### config.mk
export PLATFORM = sky130hd
export DESIGN_NAME = hb_polyphase_taps
export DESIGN_NICKNAME = d
export VERILOG_FILES = /design/src/hw/hb_pkg.sv /design/src/hw/hb_polyphase_taps.sv
export SDC_FILE = /design/constraint.sdc
export NUM_CORES = 2
export LEC_CHECK = 0
export BUFFER_PORTS_ARGS = -buffer_cell sky130_fd_sc_hd__buf_2
export CAP_MARGIN = 20
export CORE_ASPECT_RATIO = 0.8
export CORE_UTILIZATION = 40
export DETAILED_ROUTE_END_ITERATION = 12
export GPL_ROUTABILITY_DRIVEN = 1
export PLACE_DENSITY_LB_ADDON = 0.3
export SYNTH_ARGS = -nofsm -noshare
export SYNTH_HDL_FRONTEND = slang
export SYNTH_SLANG_ARGS = --single-unit
### constraint.sdc
create_clock -name i_clock -period 9.02 [get_ports i_clock]
set_input_delay 0.451 -clock i_clock [delete_from_list [all_inputs] [get_ports i_clock]]
set_output_delay 0.451 -clock i_clock [all_outputs]
set_load 0.005 [all_outputs]
### src/hw/hb_pkg.sv
package hb_pkg;

    localparam int SAMPLE_W = 16;
    localparam int COEF_W = 18;
    localparam int FRAC_BITS = 18;
    localparam int NUM_COEFS = 16;
    localparam int E0_TAPS = 32;
    localparam int E1_TAPS = 16;
    localparam int ACC_W = 54;
    localparam int TREE_LEVELS = 4;

    // Edges from a phase-0 acceptance to o_valid
    localparam int LATENCY = 7;
    // Centre tap hold, counted from the tap register to the rounding adder
    localparam int CENTER_DELAY = 6;

    typedef logic signed [SAMPLE_W-1:0] sample_t;
    typedef logic signed [SAMPLE_W:0] sum_t;
    typedef logic signed [COEF_W-1:0] coef_t;
    typedef logic signed [SAMPLE_W+COEF_W:0] prod_t;
    typedef logic signed [ACC_W-1:0] acc_t;

    typedef enum logic {
        PHASE_E0,
        PHASE_E1
    } phase_e;

    // Index k weights samples k and 31-k of the E0 window
    localparam coef_t COEFS [NUM_COEFS] = '{
        -18'sd122,
        18'sd187,
        -18'sd323,
        18'sd517,
        -18'sd785,
        18'sd1146,
        -18'sd1622,
        18'sd2243,
        -18'sd3051,
        18'sd4112,
        -18'sd5533,
        18'sd7520,
        -18'sd10511,
        18'sd16110,
        -18'sd27184,
        18'sd83231
    };

endpackage

### src/hw/hb_polyphase_taps.sv
`timescale 1ns/1ps

module hb_polyphase_taps (
    input  logic            i_clock,
    input  logic            i_reset,
    input  hb_pkg::sample_t i_data,
    input  logic            i_load_e0,
    input  logic            i_load_e1,
    output hb_pkg::sum_t    o_sums [hb_pkg::NUM_COEFS],
    output hb_pkg::sample_t o_center
);

    // Incoming sample is window entry 0, so E0 stores one less
    hb_pkg::sample_t e0_line [hb_pkg::E0_TAPS-1];
    hb_pkg::sample_t e1_line [hb_pkg::E1_TAPS];
    hb_pkg::sample_t window [hb_pkg::E0_TAPS];

    always_ff @(posedge i_clock) begin
        if (i_reset) begin
            for (int j = 0; j < hb_pkg::E0_TAPS - 1; j++) begin
                e0_line[j] <= '0;
            end
            for (int j = 0; j < hb_pkg::E1_TAPS; j++) begin
                e1_line[j] <= '0;
            end
        end else begin
            if (i_load_e0) begin
                e0_line[0] <= i_data;
                for (int j = 1; j < hb_pkg::E0_TAPS - 1; j++) begin
                    e0_line[j] <= e0_line[j-1];
                end
            end
            if (i_load_e1) begin
                e1_line[0] <= i_data;
                for (int j = 1; j < hb_pkg::E1_TAPS; j++) begin
                    e1_line[j] <= e1_line[j-1];
                end
            end
        end
    end

    always_comb begin
        window[0] = i_data;
        for (int j = 1; j < hb_pkg::E0_TAPS; j++) begin
            window[j] = e0_line[j-1];
        end
    end

    // Symmetric preadders, one bit of growth
    always_ff @(posedge i_clock) begin
        if (i_load_e0) begin
            for (int k = 0; k < hb_pkg::NUM_COEFS; k++) begin
                o_sums[k] <= hb_pkg::sum_t'(window[k])
                           + hb_pkg::sum_t'(window[hb_pkg::E0_TAPS-1-k]);
            end
            // Oldest E1 sample is the centre tap
            o_center <= e1_line[hb_pkg::E1_TAPS-1];
        end
    end

endmodule

# Word-level counts from Yosys, hierarchy flattened
# Memory sizes are Yosys's and may differ from the RTL's. A register that Yosys moved wholly into a read port is not among the register bits.
# Cells that the tools add are included.
# totals
input_bits	20
reg_bits	272
out_inout_bits	288
ram_bits	752
mem_count	2
wordCells	136
# op_classes
n_bitwise	47
n_addsub	16
mux	55
# mem_list
memory	words	width	read_ports	rd_ports_with_merged_regs	wr	line_no	source
e0_line	31	16	31	0	31	hb_polyphase_taps.sv:14	hb_pkg::sample_t e0_line [hb_pkg::E0_TAPS-1];
e1_line	16	16	16	1	16	hb_polyphase_taps.sv:15	hb_pkg::sample_t e1_line [hb_pkg::E1_TAPS];
# ops
operator	count
$mux W16	47
$add A16 B16 Y17	16
$or A1 B1 Y1	47
$mux W1	8

# Logic depth before layout (Yosys ltp)
# depth
depth_word	4
depth_mapped	9
ltp_nobuf	9

# Least setup slack after synthesis
# OpenSTA, ideal clock, no wires.
# synth_timing
path_kind	input-to-reg
from	input i_reset
to	memory e0_line[0][0] (netlist bit), enable pin
slack_ns	1.417
n_path_buf	2
setup_ns	0.657
required_time_ns	8.363
path_stages	3
arrival_ns	6.946
cell_sequence	clkbuf_1 > clkbuf_1 > or2_2
# synth_lines
item	line_no	source
start: declaration	hb_polyphase_taps.sv:5	input logic i_reset,
end: declaration	hb_polyphase_taps.sv:14	

==> results_dict.tcl <==
set metrics [dict create \
    seq_power_share 0.516 \
    die_y_um 308.5 \
    ys.flop_type "edfxtp_1" \
    whs_ns 0.07017 \
    critPathArrivalTime_ns 4.02 \
    ir_drop_mv 0.1553 \
    area_growth_pct 14.53 \
    finalNonFillerCells 5232 \
    hpwl_um 70210 \
    final_common_cell "edfxtp_1" \
    cts_tree "done" \
    grt_max_degree 182 \
    critPathMaxStageDelay_ns 0.75 \
    antenna_found_initial 10 \
    synth-edff-count 1040 \
    yosysUniqueCellTypes 70 \
    first_global_vias 24742 \
    cts_buffers 104 \
    design_area_um2 53780 \
    r2r-end "o_sums[220]" \
    end_kind "flip-flop" \
    pre_cts_ws_ns 4.568 \
    avgSynthCellArea_um2 14.37 \
    post-cts-setup-buffer-count 0 \
    whs_endpoint "e0_line[0][7]" \
    die_area_um2 118800 \
    ff2ff_setup_slack_ns 6.12 \
    synth_seq_area_share 0.6650 \
    power_density_nw_per_um2 217.9 \
    syn_inst 3267 \
    clock_sinks 1040 \
    io_buffers 307 \
    period_share 0.4101 \
    path_cells "buf_8, buf_4, or2_4, buf_12, buf_4" \
    min_period_ns 3.699 \
    finalSetupViolations 0 \
    cp_common_cell "buf_4" \
    synthArstFlopShare 0 \
    critical_path_class "in2reg" \
    syn_nets 3559 \
    vias_per_cell 4.977 \
    hold_class "in2reg" \
    worst-r2r-cell-count 9 \
    slew_headroom 0.2522 \
    vias 26038 \
    grt_pass1_wl_um 151700 \
    yosys.area.top_type_share 0.6650 \
    gp_congestion 0.8651 \
    max_freq_mhz 270.4 \
    clkPwrFrac 0.379 \
    slew_viol_final 0 \
    p_int_mw 8.867 \
    wl_um 102500 \
    clock_tree.root_cell "clkbuf_16" \
    track_usage 0.1697 \
    ys_warn_count 0 \
    outcome "completed" \
    cp_max_fo 181 \
    setup_ws_ns 5.321 \
    fill_cells 10290 \
    worstHoldPathCells 2 \
    placed_cells 5033 \
    fp.dieW_um 385.1 \
    drive_gt1_frac 0.1365 \
    dpl_cell_area_um2 50260 \
    clk_latency_ns 0.73 \
    fin_setup_tns_ns 0 \
    critPathLaunchType "input port" \
    multi_input_area_um2 15190 \
    ant_nets 0 \
    synth-seq-cells 1040 \
    firstDrtPassIters 5 \
    drtIter0Drc 2016 \
    rr_startpoint "e0_line[0][32]" \
    clk_path_buf_depth 3 \
    synth_top_area_cell "edfxtp_1" \
    tightest_slew_ns 1.122 \
    grt-ovfl-total 0 \
    wl_per_cell_um 19.59 \
    htreeDepth 3 \
    boundaryPins 308 \
    layout.area.seq_um2 31230 \
    mostFrequentLayoutCells "1040 x edfxtp_1, 454 x and2_1, 314 x nor2b_1, 305 x buf_2, 256 x ha_1" \
    required_ns 9.35 \
    rows 112 \
    leakage_nw 22.09 \
    drc 0 \
    path_clk_slew_ns 0.06 \
    power_mw 11.72 \
    power_frac_comb 0.105 \
    maxCapViolations 0 \
    hold_viol 0 \
    rsz0062_at_grt "false" \
    netlist_area_um2 46960 \
    fin_nets 3894 \
    synthTopCellsByArea "edfxtp_1 67%, ha_1 6.8%, and2_1 6.0%" \
    skew_ns 0.03139 \
    swShare 0.2432 \
    core_um2 116500 \
    start_util 0.4033 \
    final_util 0.4619 \
    cp_slowest_cell "buf_4" \
    p_sw_mw 2.850 \
    hp-start "i_data[7]" \
]
sequential cells by signal (all words and copies together) (netlist names):
| name | cells |
|---|---|
| e0_line | 496 |
| e1_line | 256 |
| o_center | 16 |
| o_sums | 272 |
Yosys cell counts (all sizes together) (5+ instances only):
cell type and instances:
edfxtp 1040, fa 16, or2 11, nand2 72
nand2b 7, a21oi 175, inv 52, and3 9
nor4 7, clkbuf 96, o21a 22, o21ai 95
a41oi 6, a31o 6, a221o 6, nand4 25
o31ai 15, nand3 12, ha 256, a211oi 24
a21o 104, a31oi 17, a221oi 8, xnor2 123
and4 5, nor3 17, xor2 85, nor2b 316
nor2 86, a211o 7, and2 456, o21bai 22
a2111oi 9, o31a 12
timing repair:
item / 4_1_cts / 5_1_grt
hold buffers: 1 / 0
endpoints found under the hold margin: 2 / 0
gates resized for setup: 0 / 0
routing by layer:
layer	wire [um]	share of wire	vias to the layer above	global-route usage
li1	-	-	12725	-
met5	0	0	-	0
met4	1845	0.018	0	0.04061
met2	44120	0.43	569	0.2435
met1	51120	0.50	12629	0.2607
met3	5394	0.053	115	0.03457
layout make-up:
class,count,share of cell area
Inverter,52,0.003629
Antenna cell,1,0.00004653
Sequential cell,1040,0.5807
Clock buffer,119,0.04983
Multi-Input combinational cell,2078,0.2824
Timing Repair Buffer,326,0.03271
Clock inverter,77,0.01489
Tap cell,1539,0.03580
cells by family (layout without fill, tap and decap cells):
group,after synthesis,count (layout),synth area share
adders and majority gates,272,272,0.07503
other,0,1,0
and+or+nand+nor,1029,1029,0.1287
AOI/OAI and AO/OA,566,566,0.07982
xor gates and xnor gates,208,208,0.03879
DFF,1040,1040,0.6650
muxes,3,3,0.0006661
buffers and inverters,149,574,0.01194
power groups by stage:
stage | Combinational [mW] | Sequential, mW | Clock (mW)
2_1_floorplan | 0.753 | 6.07 | 0
3_3_place_gp | 1.21 | 6.16 | 0
3_5_place_dp | 1.23 | 6.15 | 0
4_1_cts | 1.24 | 6.06 | 4.55
5_1_grt | 1.36 | 6.08 | 4.73
6_report | 1.23 | 6.05 | 4.44
worst max-delay path by stage:
stage	startpoint	end	slack [ns]	cells past startpoint
6_report	i_reset	e0_line[1][124]	5.32	5
5_1_grt	i_reset	e0_line[0][92]	5.01	5
4_1_cts	i_reset	e0_line[1][123]	5.34	5
3_5_place_dp	i_reset	e0_line[0][121]	4.57	5
3_3_place_gp	i_reset	e0_line[1][122]	4.65	5
2_1_floorplan	i_reset	e0_line[0][0]	1.42	3
critical path, delay by kind of cell:
kind                   cells  cell delay (ns)
buffers and inverters      4             2.53
AND/OR/NAND/NOR            1             0.69
Power figures use the tool's default switching activity.
