$ cat src/hw/hb_pkg.sv
package hb_pkg;

    localparam int SAMPLE_W = 16;
    localparam int COEF_W = 18;
    localparam int FRAC_BITS = 18;
    localparam int NUM_COEFS = 16;
    localparam int E0_TAPS = 32;
    localparam int E1_TAPS = 16;
    localparam int ACC_W = 54;
    localparam int TREE_LEVELS = 4;

    // Edges from a phase-0 acceptance to o_valid
    localparam int LATENCY = 7;
    // Centre tap hold, counted from the tap register to the rounding adder
    localparam int CENTER_DELAY = 6;

    typedef logic signed [SAMPLE_W-1:0] sample_t;
    typedef logic signed [SAMPLE_W:0] sum_t;
    typedef logic signed [COEF_W-1:0] coef_t;
    typedef logic signed [SAMPLE_W+COEF_W:0] prod_t;
    typedef logic signed [ACC_W-1:0] acc_t;

    typedef enum logic {
        PHASE_E0,
        PHASE_E1
    } phase_e;

    // Index k weights samples k and 31-k of the E0 window
    localparam coef_t COEFS [NUM_COEFS] = '{
        -18'sd122,
        18'sd187,
        -18'sd323,
        18'sd517,
        -18'sd785,
        18'sd1146,
        -18'sd1622,
        18'sd2243,
        -18'sd3051,
        18'sd4112,
        -18'sd5533,
        18'sd7520,
        -18'sd10511,
        18'sd16110,
        -18'sd27184,
        18'sd83231
    };

endpackage

$ cat src/hw/hb_round_saturate.sv
`timescale 1ns/1ps

module hb_round_saturate (
    input  logic            i_clock,
    input  hb_pkg::acc_t    i_acc,
    input  hb_pkg::sample_t i_center,
    input  logic            i_result_valid,
    output hb_pkg::sample_t o_data
);

    // The tap register in front is the first stage of the hold
    hb_pkg::sample_t center_pipe [hb_pkg::CENTER_DELAY-1];
    hb_pkg::acc_t round_sum;
    logic [hb_pkg::ACC_W-hb_pkg::SAMPLE_W-hb_pkg::FRAC_BITS:0] round_top;

    always_ff @(posedge i_clock) begin
        center_pipe[0] <= i_center;
        for (int i = 1; i < hb_pkg::CENTER_DELAY - 1; i++) begin
            center_pipe[i] <= center_pipe[i-1];
        end
    end

    // Centre tap is worth one half, plus half an LSB for round half-up
    always_ff @(posedge i_clock) begin
        round_sum <= i_acc
                   + (hb_pkg::acc_t'(center_pipe[hb_pkg::CENTER_DELAY-2])
                      <<< (hb_pkg::FRAC_BITS - 1))
                   + (hb_pkg::acc_t'(1) <<< (hb_pkg::FRAC_BITS - 1));
    end

    // Bits above the output sample, including its sign bit
    assign round_top = round_sum[hb_pkg::ACC_W-1:hb_pkg::SAMPLE_W+hb_pkg::FRAC_BITS-1];

    always_ff @(posedge i_clock) begin
        if (i_result_valid) begin
            if (!round_top[$high(round_top)] && (|round_top)) begin
                o_data <= {1'b0, {(hb_pkg::SAMPLE_W-1){1'b1}}};
            end else if (round_top[$high(round_top)] && !(&round_top)) begin
                o_data <= {1'b1, {(hb_pkg::SAMPLE_W-1){1'b0}}};
            end else begin
                o_data <= round_sum[hb_pkg::SAMPLE_W+hb_pkg::FRAC_BITS-1:hb_pkg::FRAC_BITS];
            end
        end
    end

endmodule

$ cat config.mk
export PLATFORM = sky130hd
export DESIGN_NAME = hb_round_saturate
export DESIGN_NICKNAME = d
export VERILOG_FILES = /design/src/hw/hb_pkg.sv /design/src/hw/hb_round_saturate.sv
export SDC_FILE = /design/constraint.sdc
export NUM_CORES = 1
export LEC_CHECK = 0
export BUFFER_PORTS_ARGS = -buffer_cell sky130_fd_sc_hd__buf_2
export CAP_MARGIN = 0
export CORE_ASPECT_RATIO = 0.8
export CORE_UTILIZATION = 45
export DETAILED_ROUTE_END_ITERATION = 10
export GPL_TIMING_DRIVEN = 0
export PLACE_DENSITY = 0.75
export SKIP_LAST_GASP = 1
export SLEW_MARGIN = 20
export SYNTH_ARGS = -nofsm -noshare
export SYNTH_HDL_FRONTEND = slang
export SYNTH_SLANG_ARGS = --single-unit
export TNS_END_PERCENT = 1
$ cat constraint.sdc
create_clock -name i_clock -period 4.3 [get_ports i_clock]
set_clock_uncertainty 0.1 [all_clocks]
set_input_delay 1.29 -clock i_clock [delete_from_list [all_inputs] [get_ports i_clock]]
set_output_delay 1.29 -clock i_clock [all_outputs]
set_load 0.05 [all_outputs]
# == Word-level counts from Yosys, hierarchy flattened ==
# Memory sizes are Yosys's and may differ from the RTL's.
# Index checks and enable logic that the tools add are counted.
# word_totals
ff_bits,70
latch_bits,0
ramBits,80
rom_bits,0
out_inout_bits,16
elab_cells,12
memories,1
# mem_list
name,depth,width,rd,rd_ports_with_merged_regs,wr,line_no,rtl
center_pipe,5,16,5,0,5,hb_round_saturate.sv:12,hb_pkg::sample_t center_pipe [hb_pkg::CENTER_DELAY-1];
# op_classes
addsub,2
mul,0
div,0
magnitude_cmp,0
eq_ne,0
shift,0
muxes,1
bitwise_logic,0
reduce_logical,6
# op_table
operator,n
$add 54x19->54 const B,1
$add 54x33->54,1
$reduce_and 21->1,1
$reduce_or 21->1,1
$mux 16,1
$logic_and 1x1->1,2
$logic_not 1->1,2

# == Depth between registers and ports, before layout ==
# logic_depth
word_depth,4
ltp_mapped,10

# == Least setup slack after synthesis ==
# Ideal clock, no wire load.
# synth_timing
path_kind,in2reg
start,in i_acc[18]
end,reg round_sum[40]
arrival_ps,3547
required_time_ps,4073
setup_slack_ps,525
stages,10
cell_sequence,ha_1 -> ha_1 -> fa_1 -> a21o_1 -> a221o_2 -> a31oi_4 -> nor2_4 -> a41oi_2 -> o221ai_1 -> xor2_1
# synth_between
elab_chain_len,2
# synth_lines
item,line_no,rtl
from (decl),hb_round_saturate.sv:5,"input hb_pkg::acc_t i_acc,"
$add 54x33->54,hb_round_saturate.sv:26,+ (hb_pkg::acc_t'(center_pipe[hb_pkg::CENTER_DELAY-2])
$add 54x19->54,hb_round_saturate.sv:28,+ (hb_pkg::acc_t'(1) <<< (hb_pkg::FRAC_BITS - 1));
to (signal assigned),hb_round_saturate.sv:25,round_sum <= i_acc
to (decl),hb_round_saturate.sv:13,hb_pkg::acc_t round_sum;
# No other way between the ends.
# A chain may end at the register's enable or synchronous reset.

# == Worst setup path after layout ==
# Ends and elaborated chain as after synthesis.

==> reports/qor.yml <==
syn2layout_area_growth_pct: 20.4
fill_cells: 962
mappedNetlistArea_sq_um: 5390
wire_per_inst_um: 13.2
n_antenna_cell: 0
worst_pin_slew_ns: 0.819
timing.fmax_mhz: 266
start_util_pct: 46.4
clockBufferDepth: 2
cts_hold_buf: 0
async_flop_share_pct: 0
syn-num-nets: 622
dp.final_hpwl_um: 7190
layout_common_cells: "dfxtp_1 (116), buf_2 (74), ha_1 (70)"
final_common_cell: "dfxtp_1"
place_area_sq_um: 5920
drc: 0
relSlewSlack_pct: 45.3
post_cts_buffers: 0
grt_max_degree: 23
post_cts_resized: 0
ys_seq_area_share_pct: 52.0
yosys.area_share.simple_pct: 10.0
multi_input_area_sq_um: 2500
final-seq-area_sq_um: 2800
vias_per_cell: 5.09
row_count: 35
h-tree-depth: 4
crit_start: "i_acc[18]"
fp.dieH_um: 99.8
syn_area_per_cell_sq_um: 11.2
rr_endpoint: "round_sum[52]$_DFF_P_"
cap_violations: 0
power_density_nw_per_um2: 547
p_leak_nw: 2.90
grt_antenna_before_repair: 0
clkTransAtPathRegs_ns: 0.06
drt-total-wl_um: 9650
clkLatencyLatePin_ns: 0.41
hold_slack_ns: 0.219
required_ns: 4.49
grt_overflow_total: 0
utilization_pct: 55.9
coreArea_sq_um: 11600
num_vias: 3707
drive_gt1_share_pct: 20.5
start_kind: "input port"
yosysWarnings: 0
first_global_vias: 3494
first_pass_iters: 4
ys_seq_elements: 132
final_cell_area_sq_um: 6480
drv_slew: 0
grt_util_all_layers_pct: 16.6
period_needed_ns: 3.77
status: "finished clean"
hp-class: "flip-flop to flip-flop"
tritoncts: "built"
setup_tns_ns: 0
synth_top_flop_cell: "dfxtp_1"
synth_edf_count: 16
synth_mux_area_share_pct: 0
cts_sinks: 132
port_buffers: 70
cts_root_buf: "clkbuf_16"
synth_compound_area_share_pct: 14.0
period_share_pct: 87.6
rsz0062_at_grt: "false"
synth-xor-area-share_pct: 5.69
fp.dieW_um: 124
r2r_cells: 9
gp_congestion: 0.824
synth_top_family_by_area: "adder cells"
ios: 88
arrival_ns: 3.95
synth_fa_ha_area_share_pct: 16.6
path_max_fanout: 4
worstSetupEndpoint: "round_sum[40]$_DFF_P_"
critPathKind: "input port to flip-flop"
synthCells: 479
cts_buffers: 17
drt_iter0_drc: 160
end_kind: "flip-flop"
fin_nets: 711
regToRegStartpoint: "center_pipe[0][79]$_DFF_P_"
ant_nets: 0
setup_viol: 0
die_area_sq_um: 12400
final-hold-violation-count: 0
grt_pass1_wl_um: 16200
ir_worst_vdd_mv: 0.402
ys_types: 54
r2r_setup_slack_ns: 0.96
-- flip-flops by register name, summed over array words and instances (netlist names) --
signal and cells:
center_pipe 80, o_data 16, round_sum 36
-- synthesized netlist by cell type (2+ instances only) --
cell type / number / share of area, %
dfxtp_1: 116 / 43
a21oi_1: 34 / 3.2
inv_1: 9 / 0.63
nor3_1: 3 / 0.28
o31a_1: 2 / 0.33
o211ai_1: 4 / 0.56
nand4_1: 14 / 1.6
o21ai_0: 15 / 1.4
nand3_1: 5 / 0.46
o21ai_1: 5 / 0.46
xnor2_1: 19 / 3.1
a211oi_1: 6 / 0.84
o21bai_1: 5 / 0.70
buf_2: 4 / 0.37
and3_1: 4 / 0.46
xor2_1: 16 / 2.6
a21boi_0: 3 / 0.42
edfxtp_1: 16 / 8.9
o21a_1: 3 / 0.42
a21o_1: 6 / 0.84
clkbuf_1: 8 / 0.56
nor4_1: 5 / 0.58
a31oi_1: 4 / 0.46
ha_1: 70 / 16
and2_1: 3 / 0.35
nand2_1: 28 / 2.0
nor2_1: 44 / 3.1
o31ai_1: 2 / 0.28
-- cell families after synthesis --
logic type / count (synthesis)
AO/OA/AOI/OAI: 106
XOR/XNOR: 35
adder cells (fa/ha/maj): 71
buffers and inverters: 21
flip-flops: 132
AND/OR/NAND/NOR: 114
-- cell type report --
class / count / share of cell area (%)
buffer: 12 / 0.772
clock buffer: 19 / 6.83
clock inverter: 13 / 1.87
inverter: 9 / 0.521
multi-input combinational: 326 / 38.5
sequential: 132 / 43.2
tap: 148 / 2.86
timing repair buffer: 70 / 5.40
-- worst min-delay path by stage --
stage                                     from                         end  slack [ns]  cells past startpoint
global placement    center_pipe[0][43]$_DFF_P_  center_pipe[0][59]$_DFF_P_        0.21                      0
detailed placement   center_pipe[0][3]$_DFF_P_  center_pipe[0][19]$_DFF_P_        0.21                      0
CTS                 center_pipe[0][36]$_DFF_P_  center_pipe[0][52]$_DFF_P_        0.22                      0
floorplan            center_pipe[0][0]$_DFF_P_  center_pipe[0][16]$_DFF_P_        0.21                      0
finish               center_pipe[0][2]$_DFF_P_  center_pipe[0][18]$_DFF_P_        0.22                      0
global route        center_pipe[0][12]$_DFF_P_  center_pipe[0][28]$_DFF_P_        0.23                      0
-- per-layer routing --
metal / global-route usage (%) / wire (um)
met1: 21.4 / 4800
met2: 25.4 / 4270
met3: 6.02 / 486
met4: 6.67 / 95
met5: 0 / 0
-- power by group --
group / switching, mW / total, mW / internal [mW]
clock: 0.522 / 1.34 / 0.818
combinational: 0.454 / 0.706 / 0.253
sequential: 0.0639 / 1.50 / 1.44
-- metrics by stage --
stage / power (mW) / setup slack, ns / cells
after floorplan: 2.05 / 0.525 / 479
final: 3.55 / 0.534 / 729
after global routing: 3.74 / 0.471 / 729
after CTS: 3.58 / 0.577 / 729
after detailed placement: 2.23 / 0.140 / 697
after global placement: 2.21 / 0.141 / 697
-- worst max-delay path: stages --
cell,delay (ns)
buf_2,0.10
ha_1,0.30
ha_1,0.25
fa_1,0.41
a21o_1,0.19
a221o_2,0.39
a31oi_4,0.26
nor2_4,0.08
a41oi_2,0.34
o221ai_1,0.17
xor2_1,0.17
No activity file was read; power rests on OpenSTA's default activity.
