## src/hw/hb_pkg.sv

```systemverilog
package hb_pkg;

    localparam int SAMPLE_W = 16;
    localparam int COEF_W = 18;
    localparam int FRAC_BITS = 18;
    localparam int NUM_COEFS = 16;
    localparam int E0_TAPS = 32;
    localparam int E1_TAPS = 16;
    localparam int ACC_W = 54;
    localparam int TREE_LEVELS = 4;

    // Edges from a phase-0 acceptance to o_valid
    localparam int LATENCY = 7;
    // Centre tap hold, counted from the tap register to the rounding adder
    localparam int CENTER_DELAY = 6;

    typedef logic signed [SAMPLE_W-1:0] sample_t;
    typedef logic signed [SAMPLE_W:0] sum_t;
    typedef logic signed [COEF_W-1:0] coef_t;
    typedef logic signed [SAMPLE_W+COEF_W:0] prod_t;
    typedef logic signed [ACC_W-1:0] acc_t;

    typedef enum logic {
        PHASE_E0,
        PHASE_E1
    } phase_e;

    // Index k weights samples k and 31-k of the E0 window
    localparam coef_t COEFS [NUM_COEFS] = '{
        -18'sd122,
        18'sd187,
        -18'sd323,
        18'sd517,
        -18'sd785,
        18'sd1146,
        -18'sd1622,
        18'sd2243,
        -18'sd3051,
        18'sd4112,
        -18'sd5533,
        18'sd7520,
        -18'sd10511,
        18'sd16110,
        -18'sd27184,
        18'sd83231
    };

endpackage

```

## src/hw/hb_phase_control.sv

```systemverilog
`timescale 1ns/1ps

module hb_phase_control (
    input  logic i_clock,
    input  logic i_reset,
    input  logic i_valid,
    output logic o_load_e0,
    output logic o_load_e1,
    output logic o_result_valid,
    output logic o_valid
);

    hb_pkg::phase_e phase;
    // Bit k is loaded on the k-th edge after the accepting edge
    logic [hb_pkg::LATENCY:0] valid_pipe;

    // First sample after reset goes to E0
    always_ff @(posedge i_clock) begin
        if (i_reset) begin
            phase <= hb_pkg::PHASE_E0;
        end else if (i_valid) begin
            phase <= (phase == hb_pkg::PHASE_E0) ? hb_pkg::PHASE_E1 : hb_pkg::PHASE_E0;
        end
    end

    assign o_load_e0 = i_valid && (phase == hb_pkg::PHASE_E0);
    assign o_load_e1 = i_valid && (phase == hb_pkg::PHASE_E1);

    // Only phase-0 samples produce an output
    always_ff @(posedge i_clock) begin
        if (i_reset) begin
            valid_pipe <= '0;
        end else begin
            valid_pipe <= {valid_pipe[hb_pkg::LATENCY-1:0], o_load_e0};
        end
    end

    assign o_result_valid = valid_pipe[hb_pkg::LATENCY-1];
    assign o_valid = valid_pipe[hb_pkg::LATENCY];

endmodule

```

## config.mk

```make
export PLATFORM = sky130hd
export DESIGN_NAME = hb_phase_control
export DESIGN_NICKNAME = d
export VERILOG_FILES = /design/src/hw/hb_pkg.sv /design/src/hw/hb_phase_control.sv
export SDC_FILE = /design/constraint.sdc
export NUM_CORES = 1
export LEC_CHECK = 0
export ABC_CLOCK_PERIOD_IN_PS = 800
export BUFFER_PORTS_ARGS = -buffer_cell sky130_fd_sc_hd__buf_2
export CAP_MARGIN = 10
export CORE_AREA = 3 3 40 42
export CTS_CLUSTER_SIZE = 25
export DETAILED_ROUTE_END_ITERATION = 16
export DIE_AREA = 0 0 43 45
export PLACE_DENSITY = 0.38
export SLEW_MARGIN = 20
export SYNTH_ARGS = -nofsm -noshare
export SYNTH_HDL_FRONTEND = slang
export SYNTH_SLANG_ARGS = --single-unit
```

## constraint.sdc

```tcl
create_clock -name i_clock -period 0.8 [get_ports i_clock]
set_input_delay 0.12 -clock i_clock [delete_from_list [all_inputs] [get_ports i_clock]]
set_output_delay 0.12 -clock i_clock [all_outputs]
set_load 0.05 [all_outputs]
```

-- After elaboration in Yosys (flattened, before gate mapping)
Index checks and enable logic that the tools add are counted.
Widths: inputs -> output; s select.
- register bits after elaboration: 9
- bits of input ports: 3
- output and inout port bits: 4
- word-level logic and storage cells: 6
- multiplexer cells: 1
- bitwise logic cells: 1
- reduce and logical (&&, ||, !) cells: 2
- operators with widths (cell ; count):
    $logic_and 1x1->1 ; 2
    $mux 1 ; 1
    $not 1->1 ; 1

-- Logic depth before layout (Yosys ltp)
Gate-level depths: netlist of the first run.
- depth after elaboration: 2
- depth in mapped cells: 2
- mapped depth without buffers: 2

-- Least setup slack after synthesis of the first run
No wires, ideal clock.
- kind: reg-to-reg
- start: reg phase
- end: reg valid_pipe[0] in the netlist's numbering
- arrival: 0.995 ns
- required time: 0.737 ns
- slack: -0.259 ns
- stages on the path, launching flop included: 3
- buffers on the path: 0
- clock period less this slack: 1.059 ns
- path through: dfxtp_1 > nor2b_2 > nor2b_2
- word-level cells in the longest chain between the ends: 2
- RTL lines (what ; line ; text):
    start, declared ; hb_phase_control.sv:13 ; hb_pkg::phase_e phase;
    start signal, assigned ; hb_phase_control.sv:20 ; phase <= hb_pkg::PHASE_E0;
    start signal, assigned ; hb_phase_control.sv:22 ; phase <= (phase == hb_pkg::PHASE_E0) ? hb_pkg::PHASE_E1 : hb_pkg::PHASE_E0;
    $not 1->1 ; hb_phase_control.sv:26 ; assign o_load_e0 = i_valid && (phase == hb_pkg::PHASE_E0);
    $logic_and 1x1->1 ; hb_phase_control.sv:26 ;
    via o_load_e0 ; hb_phase_control.sv:7 ; output logic o_load_e0,
    end signal, assigned ; hb_phase_control.sv:34 ; valid_pipe <= {valid_pipe[hb_pkg::LATENCY-1:0], o_load_e0};
    end, declared ; hb_phase_control.sv:15 ; logic [hb_pkg::LATENCY:0] valid_pipe;
The timed path passes the listed nets, and every way through them passes these cells.
A chain may end at the register's enable or synchronous reset.

-- Worst setup path in the final report of the first run
- start: reg phase
- end: out o_load_e0
- word-level cells in the longest chain between the ends: 2
- RTL lines (what ; line):
    $not 1->1 ; hb_phase_control.sv:26
    $logic_and 1x1->1 ; hb_phase_control.sv:26
    end, declared ; hb_phase_control.sv:7
No other way between the ends.

==> metrics, run 1 <==
number of nets in the synthesized netlist=24; proportion of power drawn by the clock network=0.366; CTS Buf Count=3; Synth cell types=6; internal power consumption=0.708 mW; combinational power share=0.118; initial DRC count=1; placed instance area=323 um^2; share of total power in sequential cells=0.516; final worst-path cycle share=1.26; Post-Route WL=417 um; Area Overhead vs Synth=52.9%; CP Data Arrival Time=0.89 ns; number of maximum-capacitance constraint violations=0; cell area after synthesis=260 um^2; Top-Level Pins=7; largest net degree at the start of global routing=10; clock transition at the registers of the reported paths=0.05 ns; final weighted congestion in routability-driven placement=0.623; synthesized instance count=21; remaining antenna violation count=0; crit path launch type=register; area of all placed cells without fillers=~400 um^2; number of inserted diodes=0; Switching Power=0.205 mW; critical path type=reg -> out; slew margin rel.=0.879; number of pins with negative max-slew slack in the final report=0; Post-Route Setup TNS=-0.521 ns; worst setup slack after layout=-0.212 ns; highest clock frequency the design can meet=0.988 GHz; Slew @ Worst Pin=0.181 ns; drt first pass iters=2; number of global-route vias before repair=162; latest clock arrival within the worst-skew pair=0.25 ns; worst voltage drop across the vdd grid=1.03 mV; required time worst endpoint=around 0.68 ns; total number of vias=170; Sw Share=0.225; area enclosed by the die boundary=about 0.0019 mm^2; antenna violations before repair=0; total setup violations reported at the end of the flow=4; routed wire length per instance=8.87 um; leakage power total=0.169 nW; global-route wire length before repair=between 600 and 700 um; Placeable Area=0.00128 mm^2; Warnings, synthesis=0; final critical path time including I/O delays and setup=about 1.0 ns; pwr dens=around 2300 mW/mm^2; y dimension of the die=45 um; buffer type at the clock tree root=sky130_fd_sc_hd__clkbuf_4; setup slack of the worst register-to-register path=0.04 ns; fin nets=36; Hold Crit Class=in -> reg; highest fanout seen on the critical path=3; # H-tree levels=1; clock tree from TritonCTS=built; Worst Setup End Kind=output pin; number of synthesized register bits=9; starting utilization of the core area=0.203; number of placement rows=13; Worst Clk Skew=around 0.004 ns; fin util=0.310; unrepaired setup endpoints after global routing=yes; status=complete, but fails checks; per-instance average area after synthesis=12.4 um^2; Reg area=186 um^2; area occupied by multi-input gates=92.6 um^2; fraction of layout instances using a drive strength above 1=0.500; width of the die=43 um; Num Clock Sinks=9; IO buf count=6; fill cell total of the finished layout=130; DRC violation count after routing=0; failing checks=setup timing; maximum number of buffers from clock root to sink=2; leftover overflow at the end of global routing=0; register area share after synthesis=0.692; via density per instance=3.62; total global-route track usage=0.0577; number of endpoints with negative hold slack in the final report=0
-- path summary, 6_finish.rpt --
kind                 startpoint             to  cells after the start
setup / recovery          phase      o_load_e0                      2
hold / removal          i_valid          phase                      3
setup reg to reg          phase  valid_pipe[0]                      3
hold reg to reg   valid_pipe[2]  valid_pipe[3]                      1
-- sequential cells by signal (all words and copies together), names as in the netlist --
signal and flops:
valid_pipe 8, phase 1
-- cells by family after synthesis --
kind of cell / count (synthesis) / synth area share
XOR/XNOR: 1 / 0.0337
flip-flops: 9 / 0.692
AND/OR/NAND/NOR: 11 / 0.274
-- power by group through the flow --
stage          sequential [mW]  clock (mW)  combinational, mW
5_1_grt                  0.473       0.390              0.114
6_report                 0.471       0.334              0.108
3_3_place_gp             0.481           0             0.0790
2_1_floorplan            0.481           0             0.0574
4_1_cts                  0.472       0.355              0.103
3_5_place_dp             0.481           0             0.0800
-- through the flow --
| stage | setup slack, ns | power (mW) | hold WS, ns | cells |
|---|---|---|---|---|
| floorplan | -0.0734 | 0.538 | 0.184 | 21 |
| global placement | -0.0448 | 0.560 | 0.386 | 42 |
| detailed placement | -0.0530 | 0.561 | 0.404 | 42 |
| CTS | -0.235 | 0.930 | 0.144 | 47 |
| global route | -0.266 | 0.977 | 0.144 | 47 |
| finish | -0.212 | 0.913 | 0.151 | 47 |
-- per-layer routing --
| layer | vias up | part of all wire | track usage |
|---|---|---|---|
| li1 | 86 | - | - |
| met1 | 76 | 0.33 | 0.0465 |
| met2 | 8 | 0.54 | 0.0778 |
| met3 | 0 | 0.13 | 0.0717 |
| met4 | 0 | 0 | 0.0361 |
| met5 | - | 0 | 0 |
-- layout by cell type, fill, tap and decap left out --
cell / count
sky130_fd_sc_hd__clkbuf_1: 1
sky130_fd_sc_hd__and2_4: 1
sky130_fd_sc_hd__buf_2: 2
sky130_fd_sc_hd__nor2b_1: 7
sky130_fd_sc_hd__nor2_1: 1
sky130_fd_sc_hd__dfxtp_1: 6
sky130_fd_sc_hd__dfxtp_2: 2
sky130_fd_sc_hd__xnor2_1: 1
sky130_fd_sc_hd__clkbuf_4: 3
sky130_fd_sc_hd__buf_4: 1
sky130_fd_sc_hd__dfxtp_4: 1
sky130_fd_sc_hd__nor2b_4: 2
sky130_fd_sc_hd__buf_6: 1
sky130_fd_sc_hd__buf_8: 3
-- synthesized netlist by cell type (all sizes together) --
cell,number,area share
dfxtp,9,0.69
nor2b,9,0.24
nor2,1,0.014
and2,1,0.024
xnor2,1,0.034
-- critical path: stages (launching register included) --
cell	delay (ns)
sky130_fd_sc_hd__dfxtp_4	0.35
sky130_fd_sc_hd__nor2b_4	0.13
sky130_fd_sc_hd__buf_8	0.15
-- timing repair --
action | CTS | global route
pin swaps | 0 | 0
setup buffers | 1 | 0
setup endpoints to repair | 4 | 4
resized for setup | 12 | 2
hold buffers | 0 | 0
-- layout make-up --
| type | instances | share of cell area |
|---|---|---|
| clock buffers | 4 | 0.0660 |
| multi-input cells | 12 | 0.233 |
| well taps | 15 | 0.0472 |
| flip-flops and latches | 9 | 0.469 |
| repair buffers | 7 | 0.186 |
(Power assumes the default switching activity.)
==> run 2, diff against run 1 <==
- CELL_PAD_IN_SITES_DETAIL_PLACEMENT: unset -> 1
- CELL_PAD_IN_SITES_GLOBAL_PLACEMENT: unset -> 1
- PLACE_DENSITY: 0.38 -> 0.45
==> metrics, run 2 (synthesis results as in run 1) <==
hold wc startpoint=i_reset (was i_valid); startpoint of the lowest-slack register-to-register path=phase (unchanged); Layout Cells excl Fill=50 (was 47); register with the highest flop count=valid_pipe (unchanged); total global-route track usage=0.0659 (was 0.0577); maximum number of buffers from clock root to sink=2 (unchanged); combinational power share=0.151 (was 0.118); Post-Route Setup TNS=-0.636 ns (was -0.521 ns); number of global-route vias before repair=197 (was 162); initial DRC count=0 (was 1); width of the die=43 um (unchanged); Top-Level Pins=7 (unchanged); Final Power=0.952 mW (was 0.913 mW); clock transition at the registers of the reported paths=0.06 ns (was 0.05 ns); routed wire length per instance=8.62 um (was 8.87 um); most frequent cells in the layout=7 x sky130_fd_sc_hd__nor2b_1, 6 x sky130_fd_sc_hd__dfxtp_1, 4 x sky130_fd_sc_hd__buf_8, 3 x sky130_fd_sc_hd__clkbuf_4 (was 7 x sky130_fd_sc_hd__nor2b_1, 6 x sky130_fd_sc_hd__dfxtp_1, 3 x sky130_fd_sc_hd__clkbuf_4, 3 x sky130_fd_sc_hd__buf_8); DRC violation count after routing=0 (unchanged); final worst-path cycle share=1.26 (about the same); number of inserted diodes=0 (unchanged); Hold Crit Class=in -> reg (unchanged); Area Overhead vs Synth=68.7% (was 52.9%); Worst Setup End Kind=output pin (unchanged); cts-stage hold buffer count=0 (unchanged); number of endpoints with negative hold slack in the final report=0 (unchanged); highest clock frequency the design can meet=0.993 GHz (was 0.988 GHz); fin nets=39 (was 36); area enclosed by the die boundary=0.00194 mm^2 (unchanged); destination of the worst hold path=phase (unchanged); cell count after placement=43 (was 42); internal power consumption=0.735 mW (was 0.708 mW); number of placement rows=13 (unchanged); placed instance area=330 um^2 (was 323 um^2); number of maximum-capacitance constraint violations=0 (unchanged); placement-stage worst setup slack=-0.0522 ns (was -0.0530 ns); worst setup slack after layout=-0.207 ns (was -0.212 ns); latest clock arrival within the worst-skew pair=0.25 ns (about the same); Placeable Area=0.00128 mm^2 (unchanged); share of total power in sequential cells=0.494 (was 0.516); Switching Power=0.217 mW (was 0.205 mW); required time worst endpoint=0.68 ns (about the same); Post-Route WL=431 um (was 417 um); final weighted congestion in routability-driven placement=0.607 (was 0.623); proportion of power drawn by the clock network=0.355 (was 0.366); status=complete, but fails checks (unchanged); worst reg2reg path depth=5 (was 3); crit path launch type=register (unchanged); area of all placed cells without fillers=439 um^2 (was 398 um^2); Slew @ Worst Pin=0.191 ns (was 0.181 ns); critical path type=reg -> out (unchanged); failing checks=setup timing (unchanged); slew margin rel.=0.873 (was 0.879); global-route wire length before repair=807 um (was 676 um); buffer type at the clock tree root=sky130_fd_sc_hd__clkbuf_4 (unchanged); CTS Buf Count=3 (unchanged); # H-tree levels=1 (unchanged); leakage power total=0.192 nW (was 0.169 nW); clock tree from TritonCTS=built (unchanged); starting utilization of the core area=0.203 (unchanged); Worst Clk Skew=0.00184 ns (was 0.00405 ns); Sw Share=0.228 (was 0.225); leftover overflow at the end of global routing=0 (unchanged); total number of vias=174 (was 170); antenna violations before repair=0 (unchanged); unrepaired setup endpoints after global routing=yes (unchanged); worst voltage drop across the vdd grid=0.723 mV (was 1.03 mV); remaining antenna violation count=0 (unchanged); WHS Path Cells=2 (was 3); final critical path time including I/O delays and setup=1.01 ns (about the same); largest net degree at the start of global routing=10 (unchanged); number of pins with negative max-slew slack in the final report=0 (unchanged); setup slack of the worst register-to-register path=-0.14 ns (was 0.04 ns); pwr dens=2170 mW/mm^2 (was 2290 mW/mm^2); most frequent standard cell in the layout excluding fill and tap cells=sky130_fd_sc_hd__nor2b_1 (unchanged); CP Data Arrival Time=0.89 ns (about the same); drt first pass iters=1 (was 2); registers with the most flip-flops=valid_pipe: 8 flops, phase: 1 flops (unchanged); highest fanout seen on the critical path=3 (unchanged); fraction of layout instances using a drive strength above 1=0.571 (was 0.500); Num Clock Sinks=9 (unchanged); y dimension of the die=45 um (unchanged); via density per instance=3.48 (was 3.62); Reg-to-Reg End=valid_pipe[0] (unchanged); max reg flops=8 (unchanged); total setup violations reported at the end of the flow=5 (was 4); IO buf count=6 (unchanged)
## run 2: metrics by stage
step / hold WS (ns) / util
after CTS: 0.145 / 0.328
after floorplan: 0.184 / -
after global routing: 0.158 / 0.342
after global placement: 0.387 / 0.257
final: 0.156 / 0.342
after detailed placement: 0.412 / 0.257
## run 2: layout make-up
| class | count | area (um^2) |
|---|---|---|
| flip-flops and latches | 9 | 186 |
| well taps | 15 | 18.8 |
| multi-input cells | 12 | 100 |
| repair buffers | 10 | 108 |
| clock buffers | 4 | 26.3 |
| fillers | 150 | 846 |
## run 2: worst max path at each step
| stage | slack, ns | to | cells past startpoint | start |
|---|---|---|---|---|
| after floorplan | -0.07 | valid_pipe[0] | 2 | phase |
| after global placement | -0.05 | o_load_e1 | 2 | phase |
| after detailed placement | -0.05 | o_load_e1 | 2 | phase |
| after CTS | -0.23 | o_load_e1 | 2 | phase |
| after global routing | -0.25 | o_load_e0 | 2 | phase |
| final | -0.21 | o_load_e1 | 2 | phase |
## run 2: per-layer routing
| metal | track usage | up-vias | wire length, um |
|---|---|---|---|
| met5 | 0 | - | 0 |
| met4 | 0.108 | 0 | 8 |
| met1 | 0.0583 | 76 | 192 |
| met2 | 0.0838 | 6 | 187 |
| li1 | - | 90 | - |
| met3 | 0.0359 | 2 | 42 |
## run 2: power by group through the flow
stage / logic (mW) / registers, mW / clock network, mW
after floorplan: 0.0574 / 0.481 / 0
after global placement: 0.0857 / 0.481 / 0
after detailed placement: 0.0869 / 0.482 / 0
after CTS: 0.130 / 0.471 / 0.366
after global routing: 0.150 / 0.473 / 0.391
final: 0.144 / 0.471 / 0.338
## run 2: worst max-delay path, stage by stage (launching register included)
cell and delay [ns]:
sky130_fd_sc_hd__dfxtp_4 0.36, sky130_fd_sc_hd__and2_4 0.14, sky130_fd_sc_hd__buf_8 0.13
## run 2: what timing repair did
item | in CTS | in global routing
buffers inserted | 2 | 1
pin swaps | 0 | 2
gates resized for setup | 16 | 2
endpoints found under the setup margin | 4 | 6
endpoints found under the hold margin | 0 | 0
==> run 3, diff against run 2 <==
- ABC_CLOCK_PERIOD_IN_PS: 800 -> 1100
- CAP_MARGIN: 10 -> 20
- PLACE_DENSITY: 0.45 -> 0.44
- clock period: 0.8 -> 1.1 ns (I/O delays scaled with it)
==> metrics, run 3 (synthesis results as in run 1) <==
fin nets=35 (was 39); critical path type=reg -> out (unchanged); latest clock arrival within the worst-skew pair=0.26 ns (was 0.25 ns); maximum single-stage delay on the critical path=0.35 ns (was 0.36 ns); starting utilization of the core area=0.203 (unchanged); global-route wire length before repair=834 um (was 807 um); antenna violations before repair=0 (unchanged); Num Clock Sinks=9 (unchanged); worst setup slack after layout=0.0345 ns (was -0.207 ns); area occupied by multi-input gates=82.6 um^2 (was 100 um^2); max reg flops=8 (unchanged); leftover overflow at the end of global routing=0 (unchanged); buffer type at the clock tree root=sky130_fd_sc_hd__clkbuf_4 (unchanged); width of the die=43 um (unchanged); number of global-route vias before repair=190 (was 197); final worst-path cycle share=0.969; pwr dens=1880 mW/mm^2 (was 2170 mW/mm^2); fraction of layout instances using a drive strength above 1=0.419 (was 0.571); IO buf count=6 (unchanged); Slew @ Worst Pin=0.248 ns (was 0.191 ns); fill cell total of the finished layout=152 (was 150); highest fanout seen on the critical path=3 (unchanged); Area Overhead vs Synth=36.5% (was 68.7%); y dimension of the die=45 um (unchanged); Worst Clk Skew=0.000280 ns (was 0.00184 ns); slew margin rel.=0.836 (was 0.873); CTS Buf Count=3 (unchanged); number of pins with negative max-slew slack in the final report=0 (unchanged); drt first pass iters=2 (was 1); clock transition at the registers of the reported paths=0.06 ns (about the same); worst path bufs/invs=1 (unchanged); postcts setup bufs=0 (was 2); cell depth of the worst setup path=2 (unchanged); Placeable Area=0.00128 mm^2 (unchanged); number of cells upsized or downsized after cts=4 (was 16); most frequent cells in the layout=8 x sky130_fd_sc_hd__dfxtp_1, 7 x sky130_fd_sc_hd__nor2b_1, 4 x sky130_fd_sc_hd__buf_2, 3 x sky130_fd_sc_hd__clkbuf_4, 2 x sky130_fd_sc_hd__nor2b_2 (was 7 x sky130_fd_sc_hd__nor2b_1, 6 x sky130_fd_sc_hd__dfxtp_1, 4 x sky130_fd_sc_hd__buf_8, 3 x sky130_fd_sc_hd__clkbuf_4); worst voltage drop across the vdd grid=0.564 mV (was 0.723 mV); required time worst endpoint=0.94 ns (was 0.68 ns); total global-route track usage=0.0701 (was 0.0659); remaining antenna violation count=0 (unchanged); status=complete, no violations (was complete, but fails checks); WHS Path Cells=3 (was 2); registers with the most flip-flops=valid_pipe: 8 flops, phase: 1 flops (unchanged); worst reg2reg path depth=2 (was 5); Crit-path slowest cell=sky130_fd_sc_hd__dfxtp_2 (was sky130_fd_sc_hd__dfxtp_4); number of inserted diodes=0 (unchanged); Post-Route WL=478 um (was 431 um); register with the highest flop count=valid_pipe (unchanged); routed wire length per instance=10.4 um (was 8.62 um); final weighted congestion in routability-driven placement=0.640 (was 0.607); Top-Level Pins=7 (unchanged); number of maximum-capacitance constraint violations=0 (unchanged); number of placement rows=13 (unchanged); Min Hold Slack=0.174 ns (was 0.156 ns); total number of vias=168 (was 174); final critical path time including I/O delays and setup=approximately 1.1 ns; initial DRC count=2 (was 0); cts-stage hold buffer count=0 (unchanged); Worst Setup End Kind=output pin (unchanged); area enclosed by the die boundary=0.00194 mm^2 (unchanged); total setup violations reported at the end of the flow=0 (was 5); via density per instance=3.65 (was 3.48); unrepaired setup endpoints after global routing=yes (unchanged); Hold Crit Class=in -> reg (unchanged); leakage power total=0.151 nW (was 0.192 nW); crit path launch type=register (unchanged); largest net degree at the start of global routing=10 (unchanged); DRC violation count after routing=0 (unchanged); critical path cell sequence=and2_4, buf_8 (unchanged); number of endpoints with negative hold slack in the final report=0 (unchanged); maximum number of buffers from clock root to sink=2 (unchanged); most frequent standard cell in the layout excluding fill and tap cells=sky130_fd_sc_hd__dfxtp_1 (was sky130_fd_sc_hd__nor2b_1); CP Data Arrival Time=0.90 ns (was 0.89 ns); highest clock frequency the design can meet=about 0.94 GHz; clock tree from TritonCTS=built (unchanged); placement-stage worst setup slack=0.185 ns (was -0.0522 ns); Reg area=181 um^2 (was 186 um^2); # H-tree levels=1 (unchanged); cell type group with the largest total delay on the critical path=flip-flops (unchanged)
[run 3: tightest hold or removal path: stages]
cell,delay [ns]
sky130_fd_sc_hd__buf_2,0.10
sky130_fd_sc_hd__xnor2_1,0.06
sky130_fd_sc_hd__nor2_1,0.07
[run 3: final timing paths]
check,startpoint,endpoint,slack (ns)
max,phase,o_load_e1,0.03
min reg2reg,valid_pipe[5],valid_pipe[6],0.44
min,i_valid,phase,0.17
max reg2reg,phase,valid_pipe[0],0.44
[run 3: layout make-up]
type                       instances  area share
clock buffer                       4      0.0739
multi-input combinational         12       0.232
sequential                         9       0.511
tap                               15      0.0528
timing repair buffer               6       0.130
[run 3: power by group]
group / total [mW] / switching, mW / internal (mW) / leakage (nW)
clock network: 0.259 / 0.119 / 0.140 / 0.0150
registers: 0.342 / 0.00544 / 0.337 / 0.0735
logic: 0.0653 / 0.0366 / 0.0287 / 0.0629
[run 3: metal layers]
metal	part of all wire	GRT usage	routed length, um
met5	0	0	0
met4	0	0.0904	0
met3	0.075	0.0478	36
met2	0.50	0.0928	237
met1	0.43	0.0631	205
[run 3: per-stage QoR]
step | instances | utilization | power [mW] | instance area [um^2] | setup TNS, ns
6_report | 46 | 0.277 | 0.666 | 355 | 0
5_1_grt | 46 | 0.277 | 0.714 | 355 | -0.0401
4_1_cts | 46 | 0.269 | 0.677 | 345 | 0
3_5_place_dp | 42 | 0.241 | 0.401 | 309 | 0
3_3_place_gp | 42 | 0.241 | 0.400 | 309 | 0
2_1_floorplan | 21 | - | 0.384 | 260 | 0
